**src/verilog/pitaya_pkg.sv**
```systemverilog
/* Shared types and constants of the ADC to DAC signal path.
   Samples are 14-bit two's complement, one per adc_clk cycle, no back-pressure. */

package pitaya_pkg;

  ////////////////////////////////////////////////////////////////////////////
  // Sample geometry
  ////////////////////////////////////////////////////////////////////////////

  localparam int SAMPLE_W = 14;  // Converter resolution
  localparam int ADC_DROP = 2;   // Unused raw LSBs of the 16-bit ADC bus

  // Raw ADC word, the converter code sits in the top bits
  typedef logic [SAMPLE_W+ADC_DROP-1:0] raw_adc_t;

  // Signed sample used everywhere inside the path
  typedef logic signed [SAMPLE_W-1:0] sample_t;

  // DAC code, negative-slope offset binary
  typedef logic [SAMPLE_W-1:0] dac_code_t;

  typedef logic [7:0] gain_t;  // Unsigned proportional gain

  // Saturation limits, +8191 and -8192
  localparam sample_t SAMPLE_MAX = {1'b0, {(SAMPLE_W-1){1'b1}}};
  localparam sample_t SAMPLE_MIN = {1'b1, {(SAMPLE_W-1){1'b0}}};

  ////////////////////////////////////////////////////////////////////////////
  // Controller and filter constants
  ////////////////////////////////////////////////////////////////////////////

  localparam int KP_SHIFT = 4;  // Gain of 16 is unity

  // Binomial weights 1-3-3-1, sum 8
  localparam logic signed [3:0] FIR3_C1 = 4'sd1;  // Outer taps
  localparam logic signed [3:0] FIR3_C2 = 4'sd3;  // Inner taps
  localparam int FIR3_SHIFT = 3;  // Divide by weight sum

endpackage

```
**src/verilog/adc_frontend.sv**
```systemverilog
/* ADC input stage for both channels, one register stage.
   Raw words are negative-slope offset binary, LSBs [1:0] are ignored. */

module adc_frontend (
  input  logic                 rst_n_i,    // Async reset, active low
  input  logic                 adc_clk,
  input  pitaya_pkg::raw_adc_t adc_a_i,    // Raw channel A
  input  pitaya_pkg::raw_adc_t adc_b_i,    // Raw channel B
  input  logic                 loop_en_i,  // Take DAC sums instead of ADC
  input  pitaya_pkg::sample_t  loop_a_i,   // Saturated sum A, combinational
  input  pitaya_pkg::sample_t  loop_b_i,
  output pitaya_pkg::sample_t  adc_a_o,
  output pitaya_pkg::sample_t  adc_b_o
);

  // Top bit kept, lower bits flipped
  function automatic pitaya_pkg::sample_t to_twos(input pitaya_pkg::raw_adc_t raw);
    logic [pitaya_pkg::SAMPLE_W-1:0] code;
    code = raw[pitaya_pkg::SAMPLE_W+pitaya_pkg::ADC_DROP-1:pitaya_pkg::ADC_DROP];
    return {code[pitaya_pkg::SAMPLE_W-1], ~code[pitaya_pkg::SAMPLE_W-2:0]};
  endfunction

  pitaya_pkg::sample_t sel_a, sel_b;  // Before the register

  // Loopback mux
  assign sel_a = loop_en_i ? loop_a_i : to_twos(adc_a_i);
  assign sel_b = loop_en_i ? loop_b_i : to_twos(adc_b_i);

  always_ff @(posedge adc_clk or negedge rst_n_i) begin
    if (!rst_n_i) begin
      adc_a_o <= '0;
      adc_b_o <= '0;
    end else begin
      adc_a_o <= sel_a;
      adc_b_o <= sel_b;
    end
  end

endmodule

```
**src/verilog/dac_backend.sv**
```systemverilog
/* Output stage, ramp plus controller with saturation to 14 bits.
   Loopback outputs are combinational, the DAC codes are registered. */

module dac_backend (
  input  logic                  rst_n_i,
  input  logic                  adc_clk,
  input  pitaya_pkg::sample_t   gen_a_i,   // Ramp A
  input  pitaya_pkg::sample_t   gen_b_i,   // Ramp B
  input  pitaya_pkg::sample_t   ctrl_a_i,  // Controller A
  input  pitaya_pkg::sample_t   ctrl_b_i,  // Controller B
  output pitaya_pkg::sample_t   loop_a_o,  // Saturated sum, same cycle
  output pitaya_pkg::sample_t   loop_b_o,
  output pitaya_pkg::dac_code_t dac_a_o,   // Negative-slope code
  output pitaya_pkg::dac_code_t dac_b_o
);

  ////////////////////////////////////////////////////////////////////////////
  // Sum and saturate
  ////////////////////////////////////////////////////////////////////////////

  function automatic pitaya_pkg::sample_t sat_sum(input pitaya_pkg::sample_t a,
                                                  input pitaya_pkg::sample_t b);
    logic signed [pitaya_pkg::SAMPLE_W:0] sum;
    sum = a + b;  // 15 bits
    // Top two bits differ on overflow
    if (sum[pitaya_pkg::SAMPLE_W] ^ sum[pitaya_pkg::SAMPLE_W-1])
      return sum[pitaya_pkg::SAMPLE_W] ? pitaya_pkg::SAMPLE_MIN : pitaya_pkg::SAMPLE_MAX;
    else
      return sum[pitaya_pkg::SAMPLE_W-1:0];
  endfunction

  // Two's complement to negative-slope code
  function automatic pitaya_pkg::dac_code_t to_dac(input pitaya_pkg::sample_t s);
    return {s[pitaya_pkg::SAMPLE_W-1], ~s[pitaya_pkg::SAMPLE_W-2:0]};
  endfunction

  assign loop_a_o = sat_sum(gen_a_i, ctrl_a_i);
  assign loop_b_o = sat_sum(gen_b_i, ctrl_b_i);

  ////////////////////////////////////////////////////////////////////////////
  // DAC registers
  ////////////////////////////////////////////////////////////////////////////

  always_ff @(posedge adc_clk or negedge rst_n_i) begin
    if (!rst_n_i) begin
      // Code of a zero sample, 0x1FFF
      dac_a_o <= {1'b0, {(pitaya_pkg::SAMPLE_W-1){1'b1}}};
      dac_b_o <= {1'b0, {(pitaya_pkg::SAMPLE_W-1){1'b1}}};
    end else begin
      dac_a_o <= to_dac(loop_a_o);
      dac_b_o <= to_dac(loop_b_o);
    end
  end

endmodule

```
**src/verilog/fir_first_order.sv**
```systemverilog
/* Two-tap moving average, y = (x[n] + x[n-1]) / 2.
   Result rounds toward minus infinity, one register stage. */

module fir_first_order (
  input  logic                rst_n_i,
  input  logic                adc_clk,
  input  pitaya_pkg::sample_t x_i,  // New sample every cycle
  output pitaya_pkg::sample_t y_o   // Registered average
);

  pitaya_pkg::sample_t x_d;  // Previous input

  logic signed [pitaya_pkg::SAMPLE_W:0] sum;  // One bit of headroom
  logic signed [pitaya_pkg::SAMPLE_W:0] half;

  assign sum  = x_i + x_d;
  assign half = sum >>> 1;  // Arithmetic, keeps sign

  always_ff @(posedge adc_clk or negedge rst_n_i) begin
    if (!rst_n_i) begin
      x_d <= '0;
      y_o <= '0;
    end else begin
      x_d <= x_i;
      // Always back in range after the halving
      y_o <= half[pitaya_pkg::SAMPLE_W-1:0];
    end
  end

endmodule

```
**src/verilog/fir_third_order.sv**
```systemverilog
/* Four-tap binomial low-pass, weights 1-3-3-1 over 8.
   DC gain is one, output is registered once after the delay line input. */

module fir_third_order (
  input  logic                rst_n_i,
  input  logic                adc_clk,
  input  pitaya_pkg::sample_t x_i,
  output pitaya_pkg::sample_t y_o
);

  ////////////////////////////////////////////////////////////////////////////
  // Delay line
  ////////////////////////////////////////////////////////////////////////////

  pitaya_pkg::sample_t d1, d2, d3;  // x[n-1], x[n-2], x[n-3]

  ////////////////////////////////////////////////////////////////////////////
  // Weighted sum
  ////////////////////////////////////////////////////////////////////////////

  // Pairs of equal weight summed first
  logic signed [pitaya_pkg::SAMPLE_W:0]   outer;  // x[n] + x[n-3]
  logic signed [pitaya_pkg::SAMPLE_W:0]   inner;  // x[n-1] + x[n-2]
  logic signed [pitaya_pkg::SAMPLE_W+3:0] acc;    // 8x full scale fits
  logic signed [pitaya_pkg::SAMPLE_W+3:0] acc_sh;

  assign outer  = x_i + d3;
  assign inner  = d1 + d2;
  assign acc    = pitaya_pkg::FIR3_C1 * outer + pitaya_pkg::FIR3_C2 * inner;
  assign acc_sh = acc >>> pitaya_pkg::FIR3_SHIFT;  // Divide by 8

  always_ff @(posedge adc_clk or negedge rst_n_i) begin
    if (!rst_n_i) begin
      d1  <= '0;
      d2  <= '0;
      d3  <= '0;
      y_o <= '0;
    end else begin
      d1  <= x_i;
      d2  <= d1;
      d3  <= d2;
      y_o <= acc_sh[pitaya_pkg::SAMPLE_W-1:0];  // Top bits are sign copies
    end
  end

endmodule

```
**src/verilog/p_controller.sv**
```systemverilog
/* Proportional controller, ctrl = sat((setpoint - meas) * kp >> KP_SHIFT).
   Gain is unsigned, so kp = 16 gives unity. One register stage. */

module p_controller (
  input  logic                rst_n_i,
  input  logic                adc_clk,
  input  pitaya_pkg::sample_t meas_i,      // Filtered measurement
  input  pitaya_pkg::sample_t setpoint_i,
  input  pitaya_pkg::gain_t   kp_i,
  output pitaya_pkg::sample_t ctrl_o       // Registered, saturated
);

  ////////////////////////////////////////////////////////////////////////////
  // Error and product
  ////////////////////////////////////////////////////////////////////////////

  logic signed [pitaya_pkg::SAMPLE_W:0]   err;     // 15 bits, no overflow
  logic signed [8:0]                      kp_s;    // Gain with zero sign bit
  logic signed [pitaya_pkg::SAMPLE_W+9:0] prod;    // 15 x 9 bits
  logic signed [pitaya_pkg::SAMPLE_W+9:0] scaled;
  pitaya_pkg::sample_t                    sat;

  assign err    = setpoint_i - meas_i;
  assign kp_s   = $signed({1'b0, kp_i});
  assign prod   = err * kp_s;
  assign scaled = prod >>> pitaya_pkg::KP_SHIFT;

  ////////////////////////////////////////////////////////////////////////////
  // Saturation
  ////////////////////////////////////////////////////////////////////////////

  always_comb begin
    if (scaled > pitaya_pkg::SAMPLE_MAX)
      sat = pitaya_pkg::SAMPLE_MAX;  // Clip high
    else if (scaled < pitaya_pkg::SAMPLE_MIN)
      sat = pitaya_pkg::SAMPLE_MIN;  // Clip low
    else
      sat = scaled[pitaya_pkg::SAMPLE_W-1:0];
  end

  always_ff @(posedge adc_clk or negedge rst_n_i) begin
    if (!rst_n_i)
      ctrl_o <= '0;
    else
      ctrl_o <= sat;
  end

endmodule

```
**src/verilog/pitaya_core_top.sv**
```systemverilog
/* Analog signal path, ADC in to DAC out in four adc_clk cycles.
   Single clock domain, reset is expected to be synchronized outside. */

module pitaya_core_top (
  input  logic                  adc_clk,
  input  logic                  rst_n_i,       // Async, active low
  // ADC
  input  pitaya_pkg::raw_adc_t  adc_a_i,
  input  pitaya_pkg::raw_adc_t  adc_b_i,
  input  logic                  loop_en_i,     // Digital loopback
  // Controller configuration
  input  pitaya_pkg::sample_t   setpoint_a_i,
  input  pitaya_pkg::sample_t   setpoint_b_i,
  input  pitaya_pkg::gain_t     kp_a_i,
  input  pitaya_pkg::gain_t     kp_b_i,
  // Ramp configuration
  input  logic                  ramp_en_a_i,
  input  logic                  ramp_en_b_i,
  input  pitaya_pkg::sample_t   step_a_i,
  input  pitaya_pkg::sample_t   step_b_i,
  // Filtered samples, two cycles after the ADC pins
  output pitaya_pkg::sample_t   filt_a_o,
  output pitaya_pkg::sample_t   filt_b_o,
  // DAC codes
  output pitaya_pkg::dac_code_t dac_a_o,
  output pitaya_pkg::dac_code_t dac_b_o
);

  ////////////////////////////////////////////////////////////////////////////
  // Internal samples
  ////////////////////////////////////////////////////////////////////////////

  pitaya_pkg::sample_t adc_a, adc_b;    // Front end, stage 1
  pitaya_pkg::sample_t filt_a, filt_b;  // Filters, stage 2
  pitaya_pkg::sample_t ctrl_a, ctrl_b;  // Controllers, stage 3
  pitaya_pkg::sample_t ramp_a, ramp_b;  // Generator outputs
  pitaya_pkg::sample_t loop_a, loop_b;  // Saturated sums back to front end

  assign filt_a_o = filt_a;
  assign filt_b_o = filt_b;

  adc_frontend i_adc (
    .rst_n_i   (rst_n_i  ),
    .adc_clk   (adc_clk  ),
    .adc_a_i   (adc_a_i  ),
    .adc_b_i   (adc_b_i  ),
    .loop_en_i (loop_en_i),
    .loop_a_i  (loop_a   ),
    .loop_b_i  (loop_b   ),
    .adc_a_o   (adc_a    ),
    .adc_b_o   (adc_b    )
  );

  ////////////////////////////////////////////////////////////////////////////
  // Filters
  ////////////////////////////////////////////////////////////////////////////

  fir_third_order i_fir_a (.rst_n_i(rst_n_i), .adc_clk(adc_clk), .x_i(adc_a), .y_o(filt_a));
  fir_first_order i_fir_b (.rst_n_i(rst_n_i), .adc_clk(adc_clk), .x_i(adc_b), .y_o(filt_b));

  ////////////////////////////////////////////////////////////////////////////
  // Controllers
  ////////////////////////////////////////////////////////////////////////////

  p_controller i_ctrl_a (
    .rst_n_i    (rst_n_i     ),
    .adc_clk    (adc_clk     ),
    .meas_i     (filt_a      ),
    .setpoint_i (setpoint_a_i),
    .kp_i       (kp_a_i      ),
    .ctrl_o     (ctrl_a      )
  );

  p_controller i_ctrl_b (
    .rst_n_i    (rst_n_i     ),
    .adc_clk    (adc_clk     ),
    .meas_i     (filt_b      ),
    .setpoint_i (setpoint_b_i),
    .kp_i       (kp_b_i      ),
    .ctrl_o     (ctrl_b      )
  );

  ////////////////////////////////////////////////////////////////////////////
  // Ramps and DAC
  ////////////////////////////////////////////////////////////////////////////

  ramp_gen i_ramp_a (.rst_n_i(rst_n_i), .adc_clk(adc_clk), .en_i(ramp_en_a_i),
                     .step_i(step_a_i), .ramp_o(ramp_a));
  ramp_gen i_ramp_b (.rst_n_i(rst_n_i), .adc_clk(adc_clk), .en_i(ramp_en_b_i),
                     .step_i(step_b_i), .ramp_o(ramp_b));

  dac_backend i_dac (
    .rst_n_i  (rst_n_i),
    .adc_clk  (adc_clk),
    .gen_a_i  (ramp_a ),
    .gen_b_i  (ramp_b ),
    .ctrl_a_i (ctrl_a ),
    .ctrl_b_i (ctrl_b ),
    .loop_a_o (loop_a ),  // Loop closes through front end, filter, controller
    .loop_b_o (loop_b ),
    .dac_a_o  (dac_a_o),
    .dac_b_o  (dac_b_o)
  );

endmodule

```
**src/verilog/ramp_gen.sv**
```systemverilog
/* Wrapping ramp, the accumulator adds step_i each cycle while enabled.
   Wraps modulo 2^14, so the output is a sawtooth from -8192 to +8191. */

module ramp_gen (
  input  logic                rst_n_i,
  input  logic                adc_clk,
  input  logic                en_i,    // Low holds the current value
  input  pitaya_pkg::sample_t step_i,  // Signed step, negative ramps down
  output pitaya_pkg::sample_t ramp_o
);

  pitaya_pkg::sample_t acc;  // Phase accumulator

  always_ff @(posedge adc_clk or negedge rst_n_i) begin
    if (!rst_n_i) begin
      acc <= '0;
    end else if (en_i) begin
      // Natural 14-bit overflow gives the wrap
      acc <= acc + step_i;
    end
  end

  // Accumulator read directly as a signed sample
  assign ramp_o = acc;

endmodule
```
**config.mk**
```make
export PLATFORM = sky130hd
export DESIGN_NAME = pitaya_core_top
export DESIGN_NICKNAME = d
export VERILOG_FILES = /design/src/verilog/pitaya_pkg.sv /design/src/verilog/adc_frontend.sv /design/src/verilog/dac_backend.sv /design/src/verilog/fir_first_order.sv /design/src/verilog/fir_third_order.sv /design/src/verilog/p_controller.sv /design/src/verilog/pitaya_core_top.sv /design/src/verilog/ramp_gen.sv
export SDC_FILE = /design/constraint.sdc
export NUM_CORES = 1
export LEC_CHECK = 0
export BUFFER_PORTS_ARGS = -buffer_cell sky130_fd_sc_hd__clkbuf_2
export CORE_MARGIN = 10
export CORE_UTILIZATION = 63
export DETAILED_ROUTE_END_ITERATION = 7
export PLACE_DENSITY = 0.83
export SETUP_SLACK_MARGIN = 0.05
export SLEW_MARGIN = 25
export SYNTH_ARGS = -nofsm -noshare
export SYNTH_HDL_FRONTEND = slang
export SYNTH_SLANG_ARGS = --single-unit
```
**constraint.sdc**
```tcl
create_clock -name adc_clk -period 7.75 [get_ports adc_clk]
set_clock_uncertainty 0.2 [all_clocks]
set_input_delay 0.3875 -clock adc_clk [delete_from_list [all_inputs] [get_ports adc_clk]]
set_output_delay 0.3875 -clock adc_clk [all_outputs]
set_load 0.01 [all_outputs]
```
==> flow_summary.json, run 1 <==
{
  "vias": 16404,
  "cts_num_sinks": 196,
  "cpMostUsedCell": "fa_1",
  "layout.nets": 3015,
  "die-height_um": 203,
  "start_kind": "register",
  "synth_top_cell_by_area": "fa_1",
  "final_hold_viol_count": 0,
  "synth_cells": 2243,
  "hold_depth": 2,
  "fmax_mhz": 135,
  "grt_pass1_vias": 17301,
  "crit_fanout": 13,
  "arrival_ns": 7.50,
  "reg2reg_depth": 30,
  "h-tree-depth": 4,
  "diodes": 0,
  "avgViaCountPerCell": 5.64,
  "synth_top_area_share_pct": 21.5,
  "status": "finished clean",
  "rr_endpoint": "i_ctrl_a.ctrl_o[2]",
  "reg2reg_slack_ns": 0.36,
  "clk_latency_ns": 0.45,
  "io_buffers": 160,
  "synthArstFlopShare_pct": 100,
  "rows": 67,
  "grt_pass1_wl_mm": 84.9,
  "cp.required_ns": 7.86,
  "grt_max_degree": 84,
  "synth-seq-cells": 196,
  "worst_slew_pin_slew_ns": 0.870,
  "holdPathEnd": "i_adc.adc_b_o[13]",
  "drive_gt1_share_pct": 14.7,
  "synth.net_count": 2810,
  "core_area_um2": 33400,
  "r2r-start": "i_fir_a.y_o[0]",
  "min_period_ns": 7.39,
  "tritoncts": "built",
  "critical-path-max-stage-delay_ns": 0.53,
  "worstHoldStart": "adc_b_i[15]",
  "syn2layout_area_growth_pct": 11.8,
  "synth-edff-count": 0,
  "globalplace.congestion": 0.910,
  "grt_use_total_pct": 25.1,
  "cts_root_buffer": "clkbuf_16",
  "start_util_pct": 63.6,
  "path_class": "register to register",
  "hpwl_mm": 41.1,
  "pin_count": 165,
  "setup_viol": 0,
  "clk_pin_slew_ns": 0.08,
  "drt_iter0_markers": 1157,
  "crit_path_top_delay_cell": "fa_1",
  "yosysSeqAreaShare_pct": 23.3,
  "synthDistinctLibCells": 89,
  "cp-end-kind": "register",
  "syn_avg_cell_area_um2": 9.46,
  "synthTopCellsByArea": "fa_1 22%, dfrtp_1 20%, ha_1 14%",
  "post-route-period-util_pct": 95.4,
  "synth_warnings": 0,
  "antenna_found_initial": 0,
  "slew_headroom_pct": 42.0,
  "wl_mm": 51.0,
  "drc": 0,
  "maxCapViolations": 0,
  "grt_overflow": 0,
  "ant_nets": 0,
  "synth_area_um2": 21200,
  "slew_violations": 0,
  "utilization_pct": 71.1,
  "synth_ff_type": "dfrtp_1",
  "first_pass_iters": 6,
  "die_x_um": 203,
  "dieArea_um2": 41400,
  "clk_path_buf_depth": 2,
  "avgRoutedWirePerCell_um": 17.5,
  "numCtsBuffers": 17,
  "hold_slack_ns": 0.0252,
  "holdCritPathClass": "input pin to register"
}
==> stage by stage <==
stage	TNS [ns]	cells	instance area (um2)	setup slack, ns
after global placement	0	2855	22700	0.173
after floorplan	0	2243	21200	0.779
after CTS	0	2908	23500	0.0996
final	0	2909	23700	0.357
after detailed placement	-0.0414	2855	22700	-0.0408
after global routing	-0.00157	2909	23700	-0.00157
==> layout make-up <==
cell class	count	area (um2)
tap	448	561
fill	2460	9640
inverter	433	1630
multi-input combinational	1577	14700
clock inverter	13	145
timing repair buffer	223	1350
sequential	196	4940
clock buffer	19	453
==> cell usage after synthesis (all sizes together) (22+ instances only) <==
cell type,instances
xor2,39
mux2,25
a21o,39
nor3,38
fa,228
xnor2,99
o21ai,109
o21a,22
dfrtp,170
ha,230
nor2b,40
dfstp,26
a21oi,87
nand3,26
nor2,104
inv,433
clkbuf,30
and2,101
nand2,184
a211oi,33
==> worst max-delay path: cells and delay by family (launching register included) <==
kind	cells	cell delay [ns]
AOI/OAI and AO/OA	11	1.89
xor gates and xnor gates	2	0.44
DFF	1	0.41
buffers and inverters	5	0.48
adders and majority gates	7	3.01
and+or+nand+nor	5	0.79
==> worst max-delay path by stage <==
stage                          from                  end  slack, ns  cells after the start
finish               i_fir_a.y_o[0]   i_ctrl_a.ctrl_o[2]       0.36                     30
global route         i_fir_a.y_o[0]   i_ctrl_a.ctrl_o[2]     -0.002                     30
CTS                  i_fir_a.y_o[0]   i_ctrl_a.ctrl_o[2]        0.1                     31
detailed placement  setpoint_b_i[0]   i_ctrl_b.ctrl_o[6]      -0.04                     29
global placement    setpoint_b_i[0]   i_ctrl_b.ctrl_o[2]       0.17                     29
floorplan           setpoint_a_i[0]  i_ctrl_a.ctrl_o[10]       0.78                     32
==> layer usage <==
layer	GRT usage [%]	part of all wire, %
met5	0	0
met4	5.94	1.7
met3	5.17	7.7
met2	41.6	48
met1	33.1	42
==> logic make-up (layout without fill, tap and decap cells) <==
group | Yosys count | in the layout | synth area share, %
AOI/OAI and AO/OA | 394 | 394 | 12.9
DFF | 196 | 196 | 23.3
xor gates and xnor gates | 138 | 138 | 5.73
adders and majority gates | 458 | 458 | 35.1
muxes | 32 | 32 | 1.66
buffers and inverters | 470 | 688 | 8.43
and+or+nand+nor | 555 | 555 | 12.9
==> cells in the final DEF, fill, tap and decap left out, types with 22 or more instances in the layout <==
cell type / count
nor2_1: 101
xnor2_1: 91
ha_1: 229
nor2b_1: 39
dfrtp_1: 170
fa_1: 228
xor2_1: 38
mux2_2: 25
a211oi_1: 27
nand2_1: 182
o21ai_1: 32
inv_1: 432
dfstp_2: 26
clkbuf_2: 159
o21a_1: 22
buf_4: 40
nor3_1: 36
a21oi_1: 78
and2_1: 101
a21o_1: 39
o21ai_0: 73
nand3_1: 25
==> what timing repair did <==
| item | in CTS | in global routing |
|---|---|---|
| gates resized for setup | 1 | 36 |
| hold endpoints to repair | 63 | 0 |
| setup endpoints to repair | 1 | 27 |
| hold buffers | 21 | 0 |
| setup buffers | 0 | 1 |
| pin swaps | 0 | 9 |
Power of run 1 is left out: the tool's default activity adds up to more than one toggle a clock period on the data nets, which glitch-free logic cannot reach.
==> inputs of run 2 (changes only) <==
--- a/config.mk
+++ b/config.mk
@@ -5,11 +5,11 @@
 export SDC_FILE = /design/constraint.sdc
 export NUM_CORES = 1
 export LEC_CHECK = 0
+export ABC_AREA = 1
 export BUFFER_PORTS_ARGS = -buffer_cell sky130_fd_sc_hd__clkbuf_2
 export CORE_MARGIN = 10
-export CORE_UTILIZATION = 63
+export CORE_UTILIZATION = 45
 export DETAILED_ROUTE_END_ITERATION = 7
-export PLACE_DENSITY = 0.83
 export SETUP_SLACK_MARGIN = 0.05
 export SLEW_MARGIN = 25
 export SYNTH_ARGS = -nofsm -noshare
==> run 2 against run 1 <==
  * Via count increased by 10%
  * Critical endpoint is now i_ctrl_a.ctrl_o[11]
  * Worst hold slack got worse by 0.0042 ns
  * Final area increased by 3.2%
  * Utilization decreased by 21 points
  * Largest cell class unchanged
  * Critical path depth decreased by 2
==> flow_summary.json, run 2 <==
{
  "drt_iter0_markers": 1001,
  "synth-edff-count": 0,
  "synthTopCellsByArea": "fa_1 21%, dfrtp_1 19%, ha_1 13%",
  "start_kind": "register",
  "drive_gt1_share_pct": 9.56,
  "cpLargestDelayFamily": "adder cells",
  "grt_pass1_vias": 18886,
  "status": "finished clean",
  "r2r-start": "i_fir_a.y_o[0]",
  "cp.required_ns": 7.86,
  "layout.nets": 3577,
  "rows": 81,
  "synth_top_area_share_pct": 20.6,
  "maxCapViolations": 0,
  "syn2layout_area_growth_pct": 10.3,
  "post_cts_buffers": 0,
  "clk_path_buf_depth": 2,
  "setup_tns_ns": 0,
  "start_util_pct": 45.4,
  "tritoncts": "built",
  "wl_mm": 55.0,
  "arrival_ns": 6.98,
  "grt_overflow": 0,
  "synth_cells": 2843,
  "synth_warnings": 0,
  "critical-path-max-stage-delay_ns": 0.53,
  "synth-seq-cells": 196,
  "synthArstFlopShare_pct": 100,
  "yosys-top-cells-count": "659 x nand2_1, 603 x inv_1, 230 x ha_1",
  "hpwl_mm": 47.0,
  "fillCellCount": 4903,
  "clk_latency_ns": 0.46,
  "synthDistinctLibCells": 48,
  "cp-end-kind": "register",
  "grt_max_degree": 119,
  "vias": 18049,
  "avgRoutedWirePerCell_um": 14.9,
  "slew_violations": 0,
  "holdCritPathClass": "input pin to register",
  "synth_ff_type": "dfrtp_1",
  "slew_headroom_pct": 51.4,
  "critPathBufInv": 5,
  "ant_nets": 0,
  "globalplace.congestion": 0.936,
  "diodes": 0,
  "setup_viol": 0,
  "crit_path_top_delay_cell": "fa_1",
  "holdPathEnd": "i_adc.adc_a_o[10]",
  "yosysSeqAreaShare_pct": 22.2,
  "fmax_mhz": 146,
  "io_buffers": 160,
  "hold_depth": 3,
  "reg2reg_slack_ns": 0.89,
  "syn_avg_cell_area_um2": 7.81,
  "antenna_found_initial": 0,
  "grt_pass1_wl_mm": 93.5,
  "die_x_um": 242,
  "layout_common_cells": "659 x nand2_1, 603 x inv_1, 230 x ha_1, 228 x fa_1, 220 x nor2_1",
  "rr_endpoint": "i_ctrl_a.ctrl_o[11]",
  "pin_count": 165,
  "cts_root_buffer": "clkbuf_16",
  "worst_slew_pin_slew_ns": 0.729,
  "drc": 0,
  "min_period_ns": 6.86,
  "die-height_um": 242,
  "post-synth-top-count-cell": "nand2_1",
  "core_area_um2": 48800,
  "dieArea_um2": 58600,
  "path_class": "register to register",
  "numCtsBuffers": 17,
  "crit_fanout": 13,
  "first_pass_iters": 7,
  "worstHoldStart": "adc_a_i[12]",
  "avgViaCountPerCell": 4.90,
  "synth_area_um2": 22200,
  "cts_num_sinks": 196,
  "synth_top_cell_by_area": "fa_1",
  "final_hold_viol_count": 0,
  "grt_use_total_pct": 19.3,
  "cpMostUsedCell": "nand2_1",
  "clk_pin_slew_ns": 0.08,
  "final_common_cell": "nand2_1",
  "rsz0062_at_grt": "false",
  "post_cts_resize_count": 0,
  "post-route-period-util_pct": 88.5,
  "reg2reg_depth": 28,
  "synth.net_count": 3410,
  "h-tree-depth": 4
}
run 2: cell count changes after synthesis, moves of 27 or more:
cell,before,now
nand3_1,25,154
nand2_1,183,659
xnor2_1,98,50
a21o_1,39,8
a211oi_1,30,1
inv_1,433,603
and2_1,101,2
or2_2,2,40
a21oi_1,82,155
nor2b_1,40,0
nor2_1,102,220
o21ai_1,30,3
run 2: routing by layer:
layer  wire (um)  global-route usage, %  part of all wire, %  up-vias
li1            -                      -                    -     9071
met1       24000                   24.0                   44     8576
met2       27600                   34.4                   50      327
met3        1940                   2.77                  3.5       75
met4        1350                   5.38                  2.4        0
met5           0                      0                    0        -
run 2: worst max-delay path by stage:
stage / start / endpoint / slack, ns / depth (start not counted)
3_5_place_dp: setpoint_a_i[0] / i_ctrl_a.ctrl_o[11] / 0.79 / 30
4_1_cts: i_fir_a.y_o[4] / i_ctrl_a.ctrl_o[11] / 0.85 / 29
5_1_grt: i_fir_b.y_o[0] / i_ctrl_b.ctrl_o[0] / 0.33 / 31
3_3_place_gp: setpoint_b_i[0] / i_ctrl_b.ctrl_o[4] / 0.89 / 35
2_1_floorplan: setpoint_b_i[0] / i_ctrl_b.ctrl_o[10] / 1.64 / 35
6_report: i_fir_a.y_o[0] / i_ctrl_a.ctrl_o[11] / 0.89 / 28
run 2: logic make-up after synthesis:
family,count (synthesis),synth area share [%]
XOR/XNOR,108,4.26
AO/OA/AOI/OAI,282,6.96
flip-flops,196,22.2
AND/OR/NAND/NOR,1151,21.7
adder cells (fa/ha/maj),458,33.5
buffers and inverters,648,11.3
run 2: worst reg2reg max path, delay by kind of cell (launching register included):
family / cells / cell delay (ns)
AOI/OAI and AO/OA: 3 / 0.76
adders and majority gates: 7 / 3.00
buffers and inverters: 5 / 0.53
DFF: 1 / 0.43
and+or+nand+nor: 13 / 1.78
run 2: metrics by stage:
stage	cells	instance area (um2)	utilization (%)	hold slack [ns]	setup slack, ns
after floorplan	2843	22200	-	-0.108	1.64
after global placement	3635	23700	48.4	0.159	0.888
after detailed placement	3635	23700	48.4	0.165	0.792
after CTS	3686	24400	50.0	0.00244	0.851
after global routing	3687	24500	50.1	0.00775	0.332
final	3687	24500	50.1	0.0210	0.888
run 2: final cells by class:
cell class | count | area, um2 | area share, %
Tap cell | 664 | 831 | 3.39
Clock buffer | 18 | 439 | 1.79
Clock inverter | 14 | 165 | 0.675
Multi-Input combinational cell | 1999 | 14800 | 60.3
Sequential cell | 196 | 4940 | 20.2
Timing Repair Buffer | 182 | 1050 | 4.28
Inverter | 614 | 2300 | 9.42
run 2: what timing repair did:
action | 4_1_cts | 5_1_grt
endpoints found under the hold margin | 135 | 0
setup endpoints to repair | 0 | 0
hold buffers | 19 | 0
Power of run 2 is left out for the same reason.
==> inputs of run 3 (changes only) <==
--- a/config.mk
+++ b/config.mk
@@ -5,11 +5,12 @@
 export SDC_FILE = /design/constraint.sdc
 export NUM_CORES = 1
 export LEC_CHECK = 0
-export ABC_AREA = 1
 export BUFFER_PORTS_ARGS = -buffer_cell sky130_fd_sc_hd__clkbuf_2
 export CORE_MARGIN = 10
 export CORE_UTILIZATION = 45
+export CTS_CLUSTER_DIAMETER = 100
 export DETAILED_ROUTE_END_ITERATION = 7
+export PLACE_DENSITY = 0.73
 export SETUP_SLACK_MARGIN = 0.05
 export SLEW_MARGIN = 25
 export SYNTH_ARGS = -nofsm -noshare
==> run 3 against run 2 <==
  * Fmax is 7.8% lower
  * Setup slack worse by 0.58 ns
  * Sequential cell count unchanged
  * Worst hold slack improved by 0.035 ns
  * Utilization up 0.97 points
  * Clock-buffer cell count is the same
  * Sequential share of layout area increased by 0.59 points
  * Critical endpoint is now i_ctrl_a.ctrl_o[3]
  * Global-route usage decreased by 1.6 points
  * First-iteration DRC count down 22%
  * Final cell count is 17% lower
  * Final area shrank 2.8%
  * Wire length decreased by 9.8%
==> flow_summary.json, run 3 (synthesized netlist as in run 1, its figures left out) <==
{
  "core_area_um2": 46600,
  "slew_headroom_pct": 38.0,
  "rsz0062_at_grt": "false",
  "h-tree-depth": 4,
  "slew_violations": 0,
  "arrival_ns": 7.59,
  "cpMostUsedCell": "fa_1",
  "first_pass_iters": 5,
  "clk_path_buf_depth": 2,
  "grt_pass1_wl_mm": 82.8,
  "place_ws_ns": -0.116,
  "numCtsBuffers": 17,
  "critical-path-max-stage-delay_ns": 0.56,
  "stdcell_count": 3059,
  "crit_end": "i_ctrl_a.ctrl_o[3]",
  "dp.cells": 2996,
  "globalplace.congestion": 0.901,
  "start_kind": "register",
  "wl_mm": 49.5,
  "final_common_cell": "inv_1",
  "rr_endpoint": "i_ctrl_a.ctrl_o[3]",
  "reg2reg_slack_ns": 0.31,
  "drc": 0,
  "crit_path_top_delay_cell": "fa_1",
  "die_x_um": 237,
  "min_period_ns": 7.44,
  "post-route-period-util_pct": 96.0,
  "worst_slew_pin_slew_ns": 0.929,
  "fillCellCount": 4131,
  "drt_iter0_markers": 778,
  "setup_viol": 0,
  "tritoncts": "built",
  "reg2reg_depth": 31,
  "diodes": 0,
  "grt_max_degree": 115,
  "clk_pin_slew_ns": 0.07,
  "cts_num_sinks": 196,
  "drive_gt1_share_pct": 14.1,
  "grt_pass1_vias": 16972,
  "r2r-start": "i_fir_a.y_o[0]",
  "cts_root_buffer": "clkbuf_16",
  "avgViaCountPerCell": 5.20,
  "cp-end-kind": "register",
  "layout.nets": 3006,
  "status": "finished clean",
  "grt_use_total_pct": 17.7,
  "cp.required_ns": 7.90,
  "rows": 79,
  "avgRoutedWirePerCell_um": 16.2,
  "path_class": "register to register",
  "hpwl_mm": 41.0,
  "io_buffers": 160,
  "setup_ws_ns": 0.307,
  "ant_nets": 0,
  "die-height_um": 237,
  "layout_common_cells": "433 x inv_1, 227 x fa_1, 227 x ha_1, 182 x nand2_1, 170 x dfrtp_1",
  "maxCapViolations": 0,
  "crit_start": "i_fir_a.y_o[0]",
  "antenna_found_initial": 1,
  "vias": 15898,
  "syn2layout_area_growth_pct": 12.1,
  "utilization_pct": 51.1,
  "worstHoldStart": "adc_b_i[15]",
  "grt_overflow": 0,
  "final_hold_viol_count": 0,
  "pin_count": 165,
  "fmax_mhz": 134,
  "holdCritPathClass": "input pin to register",
  "setup_tns_ns": 0,
  "start_util_pct": 45.6,
  "clk_latency_ns": 0.44,
  "crit_fanout": 13,
  "dieArea_um2": 56200
}
-- run 3: cell type report --
class                      instances  area (um2)  share of cell area [%]
inverter                         433        1630                    6.83
tap                              607         759                    3.19
clock inverter                    14         145                   0.610
clock buffer                      18         429                    1.80
sequential                       196        4940                    20.8
multi-input combinational       1577       14600                    61.4
timing repair buffer             214        1280                    5.40
-- run 3: timing repair --
item                                    4_1_cts  5_1_grt
hold buffers                                 21        0
hold endpoints to repair                    120        0
endpoints found under the setup margin       13       26
buffers inserted                              2        8
resized for setup                             1       30
pin swaps                                     1        7
-- run 3: how the worst min path moves through the flow --
stage,slack (ns),to,depth (start not counted)
global route,0.05,i_adc.adc_b_o[13],2
global placement,0.16,i_fir_a.d1[4],0
detailed placement,0.17,i_fir_a.d1[3],0
floorplan,-0.11,i_adc.adc_a_o[0],0
finish,0.06,i_adc.adc_b_o[13],2
CTS,0.04,i_adc.adc_b_o[13],2
-- run 3: layer usage --
layer,GRT usage (%),part of all wire [%]
met3,2.71,4.6
met4,5.29,2.4
met5,0,0.026
met1,22.9,45
met2,30.2,48
-- run 3: worst max-delay path, delay by kind of cell, from the launching register on --
family / cells / cell delay (ns)
flip-flops: 1 / 0.42
adder cells (fa/ha/maj): 7 / 3.01
AO/OA/AOI/OAI: 11 / 1.94
AND/OR/NAND/NOR: 4 / 0.54
buffers and inverters: 7 / 0.80
XOR/XNOR: 2 / 0.45
-- run 3: per-stage QoR --
stage | cell area (um2) | hold WS [ns]
after floorplan | 21200 | -0.108
after global placement | 22800 | 0.158
after detailed placement | 22800 | 0.166
after CTS | 23600 | 0.0403
after global routing | 23800 | 0.0535
final | 23800 | 0.0556
Power of run 3 is left out for the same reason.
